**src/rtl/romchk_config.svh**
```systemverilog
// Configuration macros for the ROM checker: ROM depth, digest word count, hash finish delay
`ifndef ROMCHK_CONFIG_SVH
`define ROMCHK_CONFIG_SVH

// Number of 32-bit words in the ROM
`define ROMCHK_ROM_DEPTH 32

// Number of digest words, held in the top words of the ROM
`define ROMCHK_DIGEST_WORDS 4

// Cycles from the last accepted word to a valid digest
`define ROMCHK_HASH_FINISH 2

`endif
```
**src/rtl/romchk_pkg.sv**
```systemverilog
// Package with the ROM checker word, address and index types and the FSM state enum
`include "romchk_config.svh"

package romchk_pkg;

  // One ROM word, also the width of a digest word
  typedef logic [31:0] rom_word_t;

  // Word address into the ROM
  typedef logic [$clog2(`ROMCHK_ROM_DEPTH)-1:0] rom_addr_t;

  // Selects one word of the digest
  typedef logic [$clog2(`ROMCHK_DIGEST_WORDS)-1:0] digest_idx_t;

  // Full digest, word 0 sits at the least significant end
  typedef logic [`ROMCHK_DIGEST_WORDS*32-1:0] digest_t;

  // Checker FSM states, the path only ever moves forward
  typedef enum logic [2:0] {
    ReadingLow, ReadingHigh, RomAhead, HashAhead, Checking, Done
  } chk_state_e;

endpackage

```
**src/rtl/romchk_stream_if.sv**
```systemverilog
// Valid/ready word stream interface from the checker FSM to the hash engine
`timescale 1ns/1ps

interface romchk_stream_if;
  import romchk_pkg::*;

  // A word moves on any cycle where valid and ready are both high
  logic      valid;
  logic      ready;
  rom_word_t data;
  // Flags the highest word of the low part of the ROM
  logic      last;

  // Word source, driven by the FSM
  modport src (output valid, output data, output last, input ready);

  // Word sink, the hash engine
  modport snk (input valid, input data, input last, output ready);

endinterface

```
**src/rtl/romchk_top.sv**
```systemverilog
// Top level of the ROM integrity checker with the counter, FSM, hash, compare and bus slave
`timescale 1ns/1ps

module romchk_top (
  input  logic                  clk_i,
  input  logic                  rst_ni,
  output logic                  rom_req_o,
  output romchk_pkg::rom_addr_t rom_addr_o,
  input  romchk_pkg::rom_word_t rom_data_i,
  input  logic                  wb_cyc_i,
  input  logic                  wb_stb_i,
  input  logic                  wb_we_i,
  input  romchk_pkg::rom_addr_t wb_adr_i,
  output romchk_pkg::rom_word_t wb_dat_o,
  output logic                  wb_ack_o,
  output logic                  wb_err_o,
  output logic                  done_o,
  output logic                  good_o,
  output romchk_pkg::digest_t   digest_o
);
  import romchk_pkg::*;

  logic      cnt_read_req;
  rom_addr_t cnt_read_addr;
  rom_addr_t cnt_data_addr;
  logic      cnt_last_low;
  logic      cnt_done;
  logic      data_rdy;
  logic      hash_done;
  logic      cmp_start;
  logic      cmp_done;
  logic      check_done;
  digest_t   hash_digest;
  digest_t   exp_digest;

  // Low ROM words on their way into the hash
  romchk_stream_if u_stream ();

  romchk_counter u_counter (
    .clk_i       (clk_i),
    .rst_ni      (rst_ni),
    .data_rdy_i  (data_rdy),
    .read_req_o  (cnt_read_req),
    .read_addr_o (cnt_read_addr),
    .data_addr_o (cnt_data_addr),
    .last_low_o  (cnt_last_low),
    .done_o      (cnt_done)
  );

  romchk_fsm u_fsm (
    .clk_i          (clk_i),
    .rst_ni         (rst_ni),
    .read_req_i     (cnt_read_req),
    .read_addr_i    (cnt_read_addr),
    .data_addr_i    (cnt_data_addr),
    .last_low_i     (cnt_last_low),
    .counter_done_i (cnt_done),
    .data_rdy_o     (data_rdy),
    .rom_data_i     (rom_data_i),
    .stream         (u_stream.src),
    .hash_done_i    (hash_done),
    .cmp_done_i     (cmp_done),
    .cmp_start_o    (cmp_start),
    .exp_digest_o   (exp_digest),
    .check_done_o   (check_done)
  );

  romchk_hash u_hash (
    .clk_i    (clk_i),
    .rst_ni   (rst_ni),
    .stream   (u_stream.snk),
    .digest_o (hash_digest),
    .done_o   (hash_done)
  );

  romchk_compare u_compare (
    .clk_i        (clk_i),
    .rst_ni       (rst_ni),
    .start_i      (cmp_start),
    .digest_i     (hash_digest),
    .exp_digest_i (exp_digest),
    .done_o       (cmp_done),
    .good_o       (good_o)
  );

  romchk_bus u_bus (
    .clk_i        (clk_i),
    .rst_ni       (rst_ni),
    .check_done_i (check_done),
    .chk_req_i    (cnt_read_req),
    .chk_addr_i   (cnt_read_addr),
    .wb_cyc_i     (wb_cyc_i),
    .wb_stb_i     (wb_stb_i),
    .wb_we_i      (wb_we_i),
    .wb_adr_i     (wb_adr_i),
    .wb_dat_o     (wb_dat_o),
    .wb_ack_o     (wb_ack_o),
    .wb_err_o     (wb_err_o),
    .rom_req_o    (rom_req_o),
    .rom_addr_o   (rom_addr_o),
    .rom_data_i   (rom_data_i)
  );

  // Digest holds its final value once the FSM reaches Done
  assign done_o   = check_done;
  assign digest_o = hash_digest;

endmodule

```
**src/rtl/romchk_bus.sv**
```systemverilog
// Wishbone classic slave for ROM reads after the check, and the ROM port mux
`timescale 1ns/1ps

module romchk_bus (
  input  logic                  clk_i,
  input  logic                  rst_ni,
  input  logic                  check_done_i,
  input  logic                  chk_req_i,
  input  romchk_pkg::rom_addr_t chk_addr_i,
  input  logic                  wb_cyc_i,
  input  logic                  wb_stb_i,
  input  logic                  wb_we_i,
  input  romchk_pkg::rom_addr_t wb_adr_i,
  output romchk_pkg::rom_word_t wb_dat_o,
  output logic                  wb_ack_o,
  output logic                  wb_err_o,
  output logic                  rom_req_o,
  output romchk_pkg::rom_addr_t rom_addr_o,
  input  romchk_pkg::rom_word_t rom_data_i
);
  import romchk_pkg::*;

  rom_addr_t adr_q;
  logic      rd_q;
  logic      wr_q;
  logic      ack_q;
  logic      err_q;
  logic      start;

  // A new access is taken only once the previous one has fully ended
  assign start = wb_cyc_i & wb_stb_i & ~(rd_q | wr_q | ack_q | err_q);

  always_ff @(posedge clk_i or negedge rst_ni) begin
    if (!rst_ni) begin
      rd_q  <= 1'b0;
      wr_q  <= 1'b0;
      ack_q <= 1'b0;
      err_q <= 1'b0;
    end else begin
      rd_q  <= start & check_done_i & ~wb_we_i;
      wr_q  <= start & check_done_i & wb_we_i;
      // Reads ack after the ROM returns, writes fail on the same beat
      ack_q <= rd_q;
      // Anything before the check ends fails one cycle after stb
      err_q <= wr_q | (start & ~check_done_i);
    end
  end

  always_ff @(posedge clk_i) begin
    if (start) begin
      adr_q <= wb_adr_i;
    end
  end

  // Checker owns the ROM until done
  assign rom_req_o  = check_done_i ? rd_q : chk_req_i;
  assign rom_addr_o = check_done_i ? adr_q : chk_addr_i;

  assign wb_dat_o = ack_q ? rom_data_i : '0;
  assign wb_ack_o = ack_q;
  assign wb_err_o = err_q;

endmodule

```
**src/rtl/romchk_compare.sv**
```systemverilog
// Word-by-word comparison of the computed digest against the expected digest
`timescale 1ns/1ps
`include "romchk_config.svh"

module romchk_compare (
  input  logic                clk_i,
  input  logic                rst_ni,
  input  logic                start_i,
  input  romchk_pkg::digest_t digest_i,
  input  romchk_pkg::digest_t exp_digest_i,
  output logic                done_o,
  output logic                good_o
);
  import romchk_pkg::*;

  localparam digest_idx_t LastIdx = digest_idx_t'(`ROMCHK_DIGEST_WORDS - 1);

  logic        busy_q;
  logic        mismatch_q;
  logic        good_q;
  logic        word_diff;
  digest_idx_t idx_q;

  // One word per cycle, starting the cycle after start
  assign word_diff = digest_i[idx_q*$bits(rom_word_t) +: $bits(rom_word_t)] !=
                     exp_digest_i[idx_q*$bits(rom_word_t) +: $bits(rom_word_t)];
  assign done_o    = busy_q & (idx_q == LastIdx);

  always_ff @(posedge clk_i or negedge rst_ni) begin
    if (!rst_ni) begin
      busy_q     <= 1'b0;
      mismatch_q <= 1'b0;
      good_q     <= 1'b0;
      idx_q      <= '0;
    end else if (start_i) begin
      busy_q     <= 1'b1;
      mismatch_q <= 1'b0;
      idx_q      <= '0;
    end else if (busy_q) begin
      mismatch_q <= mismatch_q | word_diff;
      idx_q      <= idx_q + 1'b1;
      // Verdict includes the final word
      if (done_o) begin
        busy_q <= 1'b0;
        good_q <= ~(mismatch_q | word_diff);
      end
    end
  end

  assign good_o = good_q;

endmodule

```
**src/rtl/romchk_hash.sv**
```systemverilog
// Lane-mixing hash engine that absorbs the low ROM words and presents the digest
`timescale 1ns/1ps
`include "romchk_config.svh"

module romchk_hash (
  input  logic                clk_i,
  input  logic                rst_ni,
  romchk_stream_if.snk        stream,
  output romchk_pkg::digest_t digest_o,
  output logic                done_o
);
  import romchk_pkg::*;

  localparam int FinW = $clog2(`ROMCHK_HASH_FINISH) + 1;

  // One lane per digest word
  rom_word_t       lane_q [`ROMCHK_DIGEST_WORDS];
  rom_addr_t       word_cnt_q;
  logic            busy_q;
  logic [FinW-1:0] fin_cnt_q;
  logic            accept;
  digest_idx_t     lane_sel;
  rom_word_t       lane_rot;
  rom_word_t       lane_new;

  assign accept   = stream.valid & stream.ready;
  // Word n goes to lane n mod 4
  assign lane_sel = digest_idx_t'(word_cnt_q);
  assign lane_rot = {lane_q[lane_sel][24:0], lane_q[lane_sel][31:25]};
  assign lane_new = (lane_rot ^ stream.data) + rom_word_t'(word_cnt_q);

  always_ff @(posedge clk_i or negedge rst_ni) begin
    if (!rst_ni) begin
      for (int i = 0; i < `ROMCHK_DIGEST_WORDS; i++) begin
        lane_q[i] <= rom_word_t'(i);
      end
      word_cnt_q <= '0;
      busy_q     <= 1'b0;
      fin_cnt_q  <= '0;
    end else begin
      if (accept) begin
        lane_q[lane_sel] <= lane_new;
        word_cnt_q       <= word_cnt_q + 1'b1;
      end
      // Finish delay starts with the last word and ends with the done pulse
      if (accept && stream.last) begin
        busy_q    <= 1'b1;
        fin_cnt_q <= '0;
      end else if (done_o) begin
        busy_q <= 1'b0;
      end else if (busy_q) begin
        fin_cnt_q <= fin_cnt_q + 1'b1;
      end
    end
  end

  assign stream.ready = ~busy_q;
  assign done_o       = busy_q & (fin_cnt_q == FinW'(`ROMCHK_HASH_FINISH - 1));

  always_comb begin
    for (int i = 0; i < `ROMCHK_DIGEST_WORDS; i++) begin
      digest_o[i*$bits(rom_word_t) +: $bits(rom_word_t)] = lane_q[i];
    end
  end

endmodule

```
**src/rtl/romchk_fsm.sv**
```systemverilog
// Checker FSM: streams the low ROM words, snoops the expected digest and runs the compare
`timescale 1ns/1ps
`include "romchk_config.svh"

module romchk_fsm (
  input  logic                  clk_i,
  input  logic                  rst_ni,
  input  logic                  read_req_i,
  input  romchk_pkg::rom_addr_t read_addr_i,
  input  romchk_pkg::rom_addr_t data_addr_i,
  input  logic                  last_low_i,
  input  logic                  counter_done_i,
  output logic                  data_rdy_o,
  input  romchk_pkg::rom_word_t rom_data_i,
  romchk_stream_if.src          stream,
  input  logic                  hash_done_i,
  input  logic                  cmp_done_i,
  output logic                  cmp_start_o,
  output romchk_pkg::digest_t   exp_digest_o,
  output logic                  check_done_o
);
  import romchk_pkg::*;

  // First address of the expected digest in the ROM
  localparam rom_addr_t TopStart = rom_addr_t'(`ROMCHK_ROM_DEPTH - `ROMCHK_DIGEST_WORDS);

  chk_state_e  state_d;
  chk_state_e  state_q;
  logic        valid_q;
  logic        cmp_start_q;
  logic        high_phase;
  logic        snoop;
  rom_addr_t   rel_addr;
  digest_idx_t snoop_idx;
  digest_t     exp_digest_q;

  // Linear path with one race: ROM reading against the hash finish
  always_comb begin
    state_d = state_q;
    case (state_q)
      ReadingLow: begin
        // The last low word has gone into the hash
        if (last_low_i && stream.valid && stream.ready) begin
          state_d = ReadingHigh;
        end
      end
      ReadingHigh: begin
        case ({hash_done_i, counter_done_i})
          2'b01:   state_d = RomAhead;
          2'b10:   state_d = HashAhead;
          2'b11:   state_d = Checking;
          default: state_d = ReadingHigh;
        endcase
      end
      RomAhead: begin
        if (hash_done_i) begin
          state_d = Checking;
        end
      end
      HashAhead: begin
        if (counter_done_i) begin
          state_d = Checking;
        end
      end
      Checking: begin
        if (cmp_done_i) begin
          state_d = Done;
        end
      end
      Done: state_d = Done;
      default: state_d = ReadingLow;
    endcase
  end

  always_ff @(posedge clk_i or negedge rst_ni) begin
    if (!rst_ni) begin
      state_q     <= ReadingLow;
      valid_q     <= 1'b0;
      cmp_start_q <= 1'b0;
    end else begin
      state_q     <= state_d;
      // Every read of a low address yields a stream word on the next cycle
      valid_q     <= (valid_q & ~stream.ready) | (read_req_i & (read_addr_i < TopStart));
      // One pulse on the way into Checking
      cmp_start_q <= (state_q != Checking) && (state_d == Checking);
    end
  end

  // While the top words arrive the hash plays no part, so the counter never waits
  assign high_phase = (state_q == ReadingHigh) || (state_q == HashAhead);
  assign data_rdy_o = stream.ready | high_phase;

  // Top words arrive on every cycle of the high phase until the counter is done
  assign snoop     = high_phase & ~counter_done_i;
  assign rel_addr  = data_addr_i - TopStart;
  assign snoop_idx = digest_idx_t'(rel_addr);

  always_ff @(posedge clk_i) begin
    if (snoop) begin
      exp_digest_q[snoop_idx*$bits(rom_word_t) +: $bits(rom_word_t)] <= rom_data_i;
    end
  end

  assign stream.valid = valid_q;
  assign stream.data  = rom_data_i;
  assign stream.last  = last_low_i;

  assign cmp_start_o  = cmp_start_q;
  assign exp_digest_o = exp_digest_q;
  assign check_done_o = (state_q == Done);

endmodule

```
**src/rtl/romchk_counter.sv**
```systemverilog
// ROM address generator that reads every word once and tracks the word whose data arrives
`timescale 1ns/1ps
`include "romchk_config.svh"

module romchk_counter (
  input  logic                  clk_i,
  input  logic                  rst_ni,
  input  logic                  data_rdy_i,
  output logic                  read_req_o,
  output romchk_pkg::rom_addr_t read_addr_o,
  output romchk_pkg::rom_addr_t data_addr_o,
  output logic                  last_low_o,
  output logic                  done_o
);
  import romchk_pkg::*;

  localparam rom_addr_t TopAddr     = rom_addr_t'(`ROMCHK_ROM_DEPTH - 1);
  localparam rom_addr_t LastLowAddr =
      rom_addr_t'(`ROMCHK_ROM_DEPTH - `ROMCHK_DIGEST_WORDS - 1);

  // Next address to read and the address of the word on rom_data this cycle
  rom_addr_t read_addr_q;
  rom_addr_t data_addr_q;
  logic      req_q;
  logic      fin_q;
  logic      data_vld_q;
  logic      done_q;
  logic      go;
  logic      last_read;

  // Move on when the arriving word is taken, or when nothing is in flight yet
  assign go        = req_q & (data_rdy_i | ~data_vld_q);
  assign last_read = go & (read_addr_q == TopAddr);

  always_ff @(posedge clk_i or negedge rst_ni) begin
    if (!rst_ni) begin
      read_addr_q <= '0;
      data_addr_q <= '0;
      req_q       <= 1'b0;
      fin_q       <= 1'b0;
      data_vld_q  <= 1'b0;
      done_q      <= 1'b0;
    end else begin
      // Requests start one cycle after reset and stop after the top address
      req_q      <= ~fin_q & ~last_read;
      fin_q      <= fin_q | last_read;
      data_vld_q <= go | (data_vld_q & ~data_rdy_i);
      // Done once the top word has been handed over, sticky until reset
      done_q     <= done_q | (data_vld_q & data_rdy_i & (data_addr_q == TopAddr));
      if (go) begin
        read_addr_q <= read_addr_q + 1'b1;
        data_addr_q <= read_addr_q;
      end
    end
  end

  // On a stall the held word is read again, so rom_data stays stable
  assign read_addr_o = go ? read_addr_q : data_addr_q;
  assign read_req_o  = req_q;
  assign data_addr_o = data_addr_q;
  assign last_low_o  = data_vld_q & (data_addr_q == LastLowAddr);
  assign done_o      = done_q;

endmodule

```
**config.mk**
```make
export PLATFORM = sky130hd
export DESIGN_NAME = romchk_top
export DESIGN_NICKNAME = d
export VERILOG_FILES = /design/src/rtl/romchk_pkg.sv /design/src/rtl/romchk_stream_if.sv /design/src/rtl/romchk_top.sv /design/src/rtl/romchk_bus.sv /design/src/rtl/romchk_compare.sv /design/src/rtl/romchk_hash.sv /design/src/rtl/romchk_fsm.sv /design/src/rtl/romchk_counter.sv
export VERILOG_INCLUDE_DIRS = /design/src /design/src/rtl
export SDC_FILE = /design/constraint.sdc
export NUM_CORES = 1
export LEC_CHECK = 0
export BUFFER_PORTS_ARGS = -buffer_cell sky130_fd_sc_hd__buf_2
export CORE_MARGIN = 2
export CORE_UTILIZATION = 55
export CTS_BUF_LIST = sky130_fd_sc_hd__clkbuf_4 sky130_fd_sc_hd__clkbuf_8 sky130_fd_sc_hd__clkbuf_16
export DETAILED_ROUTE_END_ITERATION = 8
export PLACE_DENSITY = 0.84
export SYNTH_ARGS = -nofsm -noshare
export SYNTH_HDL_FRONTEND = slang
export SYNTH_SLANG_ARGS = --single-unit
```
**constraint.sdc**
```tcl
create_clock -name clk_i -period 11.1 [get_ports clk_i]
set_input_delay 1.11 -clock clk_i [delete_from_list [all_inputs] [get_ports clk_i]]
set_output_delay 1.11 -clock clk_i [all_outputs]
set_load 0.02 [all_outputs]
```
==> results.md <==
- Peak supply drop: 0.150 mV
- First-pass GRT wire length: 70000 um
- Vias post-DR: 11900
- Min cycle time layout: 4.38 ns
- Slew headroom: 16.3%
- Async S/R FF share, synth: 55.2%
- Die H: 173 um
- Pre-CTS WS: 6.89 ns
- Max frequency: 0.228 GHz
- Layout cells sized above 1: 29.0%
- Largest fanout on the critical path: 44
- Routed wire length: 45200 um
- P_sw: 1720 uW
- Crit path launch type: register
- Hold Crit Class: reg -> reg
- Layout fillers: 2064
- GRT Total Usage: 30.4%
- Int Pwr: 2570 uW
- Initial antenna violation count: 1
- Antenna cells: 0
- Residual DRC: 0
- Register bit total from synthesis: 297
- Via density: 6.46
- Cts-stage hold buffer count: 0
- Max Clock Skew: 0.0157 ns
- Area of the die: 29900 um2
- Setup TNS: 0 ns
- Sequential area share after synthesis: 51.7%
- HPWL after DPL: 30400 um
- Largest net degree at the start of global routing: 96
- Synthesized instance count: 1262
- Total power: 4290 uW
- CTS clk-pin slew, worst paths: 0.06 ns
- Final setup fails: 0
- Status: finished clean
- Synth area leader: dfrtp_1
- Clk pwr share: 24.5%
- Routed WL per cell: 24.5 um
- Port Buffers: 211
- GPL Wtd Cong: 0.884
- Post-Synthesis Cell Area: 15700 um2
- Synth-to-Final Area Change: 15.1%
- Max-slew violations: 0
- Ports: 212
- Iter 0 DRT Violations: 1364
- Pwr/cell area: 238 nW/um2
- CP endpoint kind: register
- Combinational share of power: 36.3%
- Synth area leaders: dfrtp_1 26%, edfxtp_1 25%, mux4_2 13%
- Sequential share of power: 39.2%
- Post-CTS setup buffers: 0
- Commonest non-fill, non-tap cell in the layout: buf_2
- CTS tree: yes
- CTS Buf Count: 31
- Leakage: 0.00733 uW
- Pre-antenna DRT Iters: 5
- CP Data Arrival Time: 4.88 ns
- Synth top area share: 25.5%
- Setup WS post-layout: 6.72 ns
- Tcrit/Tclk final: 39.5%
- Clock Sinks: 297
- Syn Area/Cell: 12.4 um2
- Worst Tran Pin Value: 1.25 ns
- Core Util, Final: 64.6%
- H-Tree Depth: 1
- Die Wd: 173 um
- Final net count: 1504
- Mapped Nets: 1324
- Post-synth EDFFs: 133
- Max Cap Violations: 0
- Number of global-route vias before repair: 11900
- Synth warn: 0
- PostCTS Resize Cnt: 0
- Kind of critical path: reg -> reg
- CTS Buffer Depth: 3
- RSZ-0062 raised after global routing: false
- Top_reg_cell synth: dfrtp_1
- Commonest cells after routing, fill and taps aside: 210 x buf_2, 170 x and2_1, 157 x dfrtp_1
- Core area: 27900 um2
- WP data required: 11.60 ns
- Root buf cell: clkbuf_16
- Initial core utilization: 56.1%
- DRT antenna net count: 0
- Synth unique cells: 64
- Gr ovfl total: 0
- # rows: 61
- Sw Ratio: 40.1%
- Final hold vios: 0
- Worst skew pair latency: 0.56 ns
==> critical path, stage by stage, from the launching register on <==
cell     delay, ns
dfrtp_2       0.71
mux4_2        0.61
xor2_1        0.16
ha_1          0.20
inv_1         0.07
fa_1          0.42
nor2b_1       0.20
o31ai_1       0.13
a21oi_2       0.44
nand4_4       0.56
or4_1         0.68
nand3_1       0.09
==> cell type report <==
cell class	count	area, um2	share of cell area, %
Inverter	12	45.0	0.249
Tap cell	378	473	2.62
Sequential cell	297	8110	44.9
Clock buffer	45	893	4.95
Timing Repair Buffer	230	1200	6.67
Multi-Input combinational cell	870	7190	39.8
Clock inverter	12	138	0.762
==> per-stage QoR <==
step / cells / cell area [um2] / hold slack (ns)
3_5_place_dp: 1787 / 17000 / 0.428
3_3_place_gp: 1787 / 17000 / 0.407
6_report: 1844 / 18100 / 0.418
4_1_cts: 1844 / 18100 / 0.424
2_1_floorplan: 1262 / 15700 / 0.375
5_1_grt: 1844 / 18100 / 0.464
==> routing by layer <==
layer | routed length, um | up-vias | global-route usage (%)
met1 | 16300 | 5860 | 40.3
li1 | - | 5010 | -
met4 | 2330 | 2 | 14.3
met5 | 11 | - | 0
met2 | 21200 | 877 | 48.6
met3 | 5270 | 160 | 6.40
==> final timing paths <==
| check | start | to | slack (ns) | cells after the start |
|---|---|---|---|---|
| setup / recovery | u_hash.word_cnt_q[0]$_DFFE_PN0P_ | u_hash.digest_o[86]$_DFFE_PN0P_ | 6.72 | 11 |
| hold / removal | u_bus.rd_q$_DFF_PN0_ | u_bus.wb_ack_o$_DFF_PN0_ | 0.42 | 0 |
| setup reg to reg | u_hash.word_cnt_q[0]$_DFFE_PN0P_ | u_hash.digest_o[86]$_DFFE_PN0P_ | 6.72 | 11 |
| hold reg to reg | u_bus.rd_q$_DFF_PN0_ | u_bus.wb_ack_o$_DFF_PN0_ | 0.42 | 0 |
| max in group asynchronous | rst_ni | u_compare.idx_q[0]$_DFFE_PN0P_ | 9.03 | 2 |
| min in group asynchronous | rst_ni | u_hash.digest_o[50]$_DFFE_PN0P_ | 0.58 | 1 |
==> power by group through the flow <==
| stage | sequential (uW) | combinational, uW | clock [uW] |
|---|---|---|---|
| after floorplan | 1880 | 703 | 0 |
| after global placement | 1670 | 1480 | 0 |
| after detailed placement | 1680 | 1520 | 0 |
| after CTS | 1670 | 1540 | 1050 |
| after global routing | 1710 | 1650 | 1100 |
| final | 1680 | 1560 | 1050 |
==> cells in the mapped netlist, types with 11 or more instances <==
master / number
dfrtp_1: 160
xor2_1: 46
xnor2_1: 37
buf_2: 15
o211ai_1: 29
or4_1: 28
nor2_1: 17
o31ai_1: 33
mux4_2: 91
edfxtp_1: 133
nand3_1: 43
o21ai_0: 67
and2_1: 170
mux2_2: 11
inv_1: 12
nand2_1: 160
nand4_1: 11
clkbuf_1: 58
ha_1: 19
==> registers in the layout (all words and copies together), names as in the netlist <==
signal                 cells
u_bus.adr_q                5
u_bus.rd_q                 1
u_bus.wb_ack_o             1
u_bus.wb_err_o             1
u_bus.wr_q                 1
u_compare.busy_q           1
u_compare.good_o           1
u_compare.idx_q            2
u_compare.mismatch_q       1
u_counter.data_addr_o      5
u_counter.data_vld_q       1
u_counter.done_o           1
u_counter.fin_q            1
u_counter.read_addr_q      5
u_counter.read_req_o       1
u_fsm.cmp_start_o          1
u_fsm.exp_digest_o       128
u_fsm.state_q              3
u_fsm.stream.valid         1
u_hash.busy_q              1
u_hash.digest_o          128
u_hash.fin_cnt_q           2
u_hash.word_cnt_q          5
==> logic make-up after synthesis <==
family                   synth area share, %
AO/OA/AOI/OAI                           6.49
adder cells (fa/ha/maj)                 1.64
multiplexers                            14.8
buffers and inverters                   2.66
AND/OR/NAND/NOR                         17.7
XOR/XNOR                                5.05
flip-flops                              51.7
No activity file was read; power rests on OpenSTA's default activity.
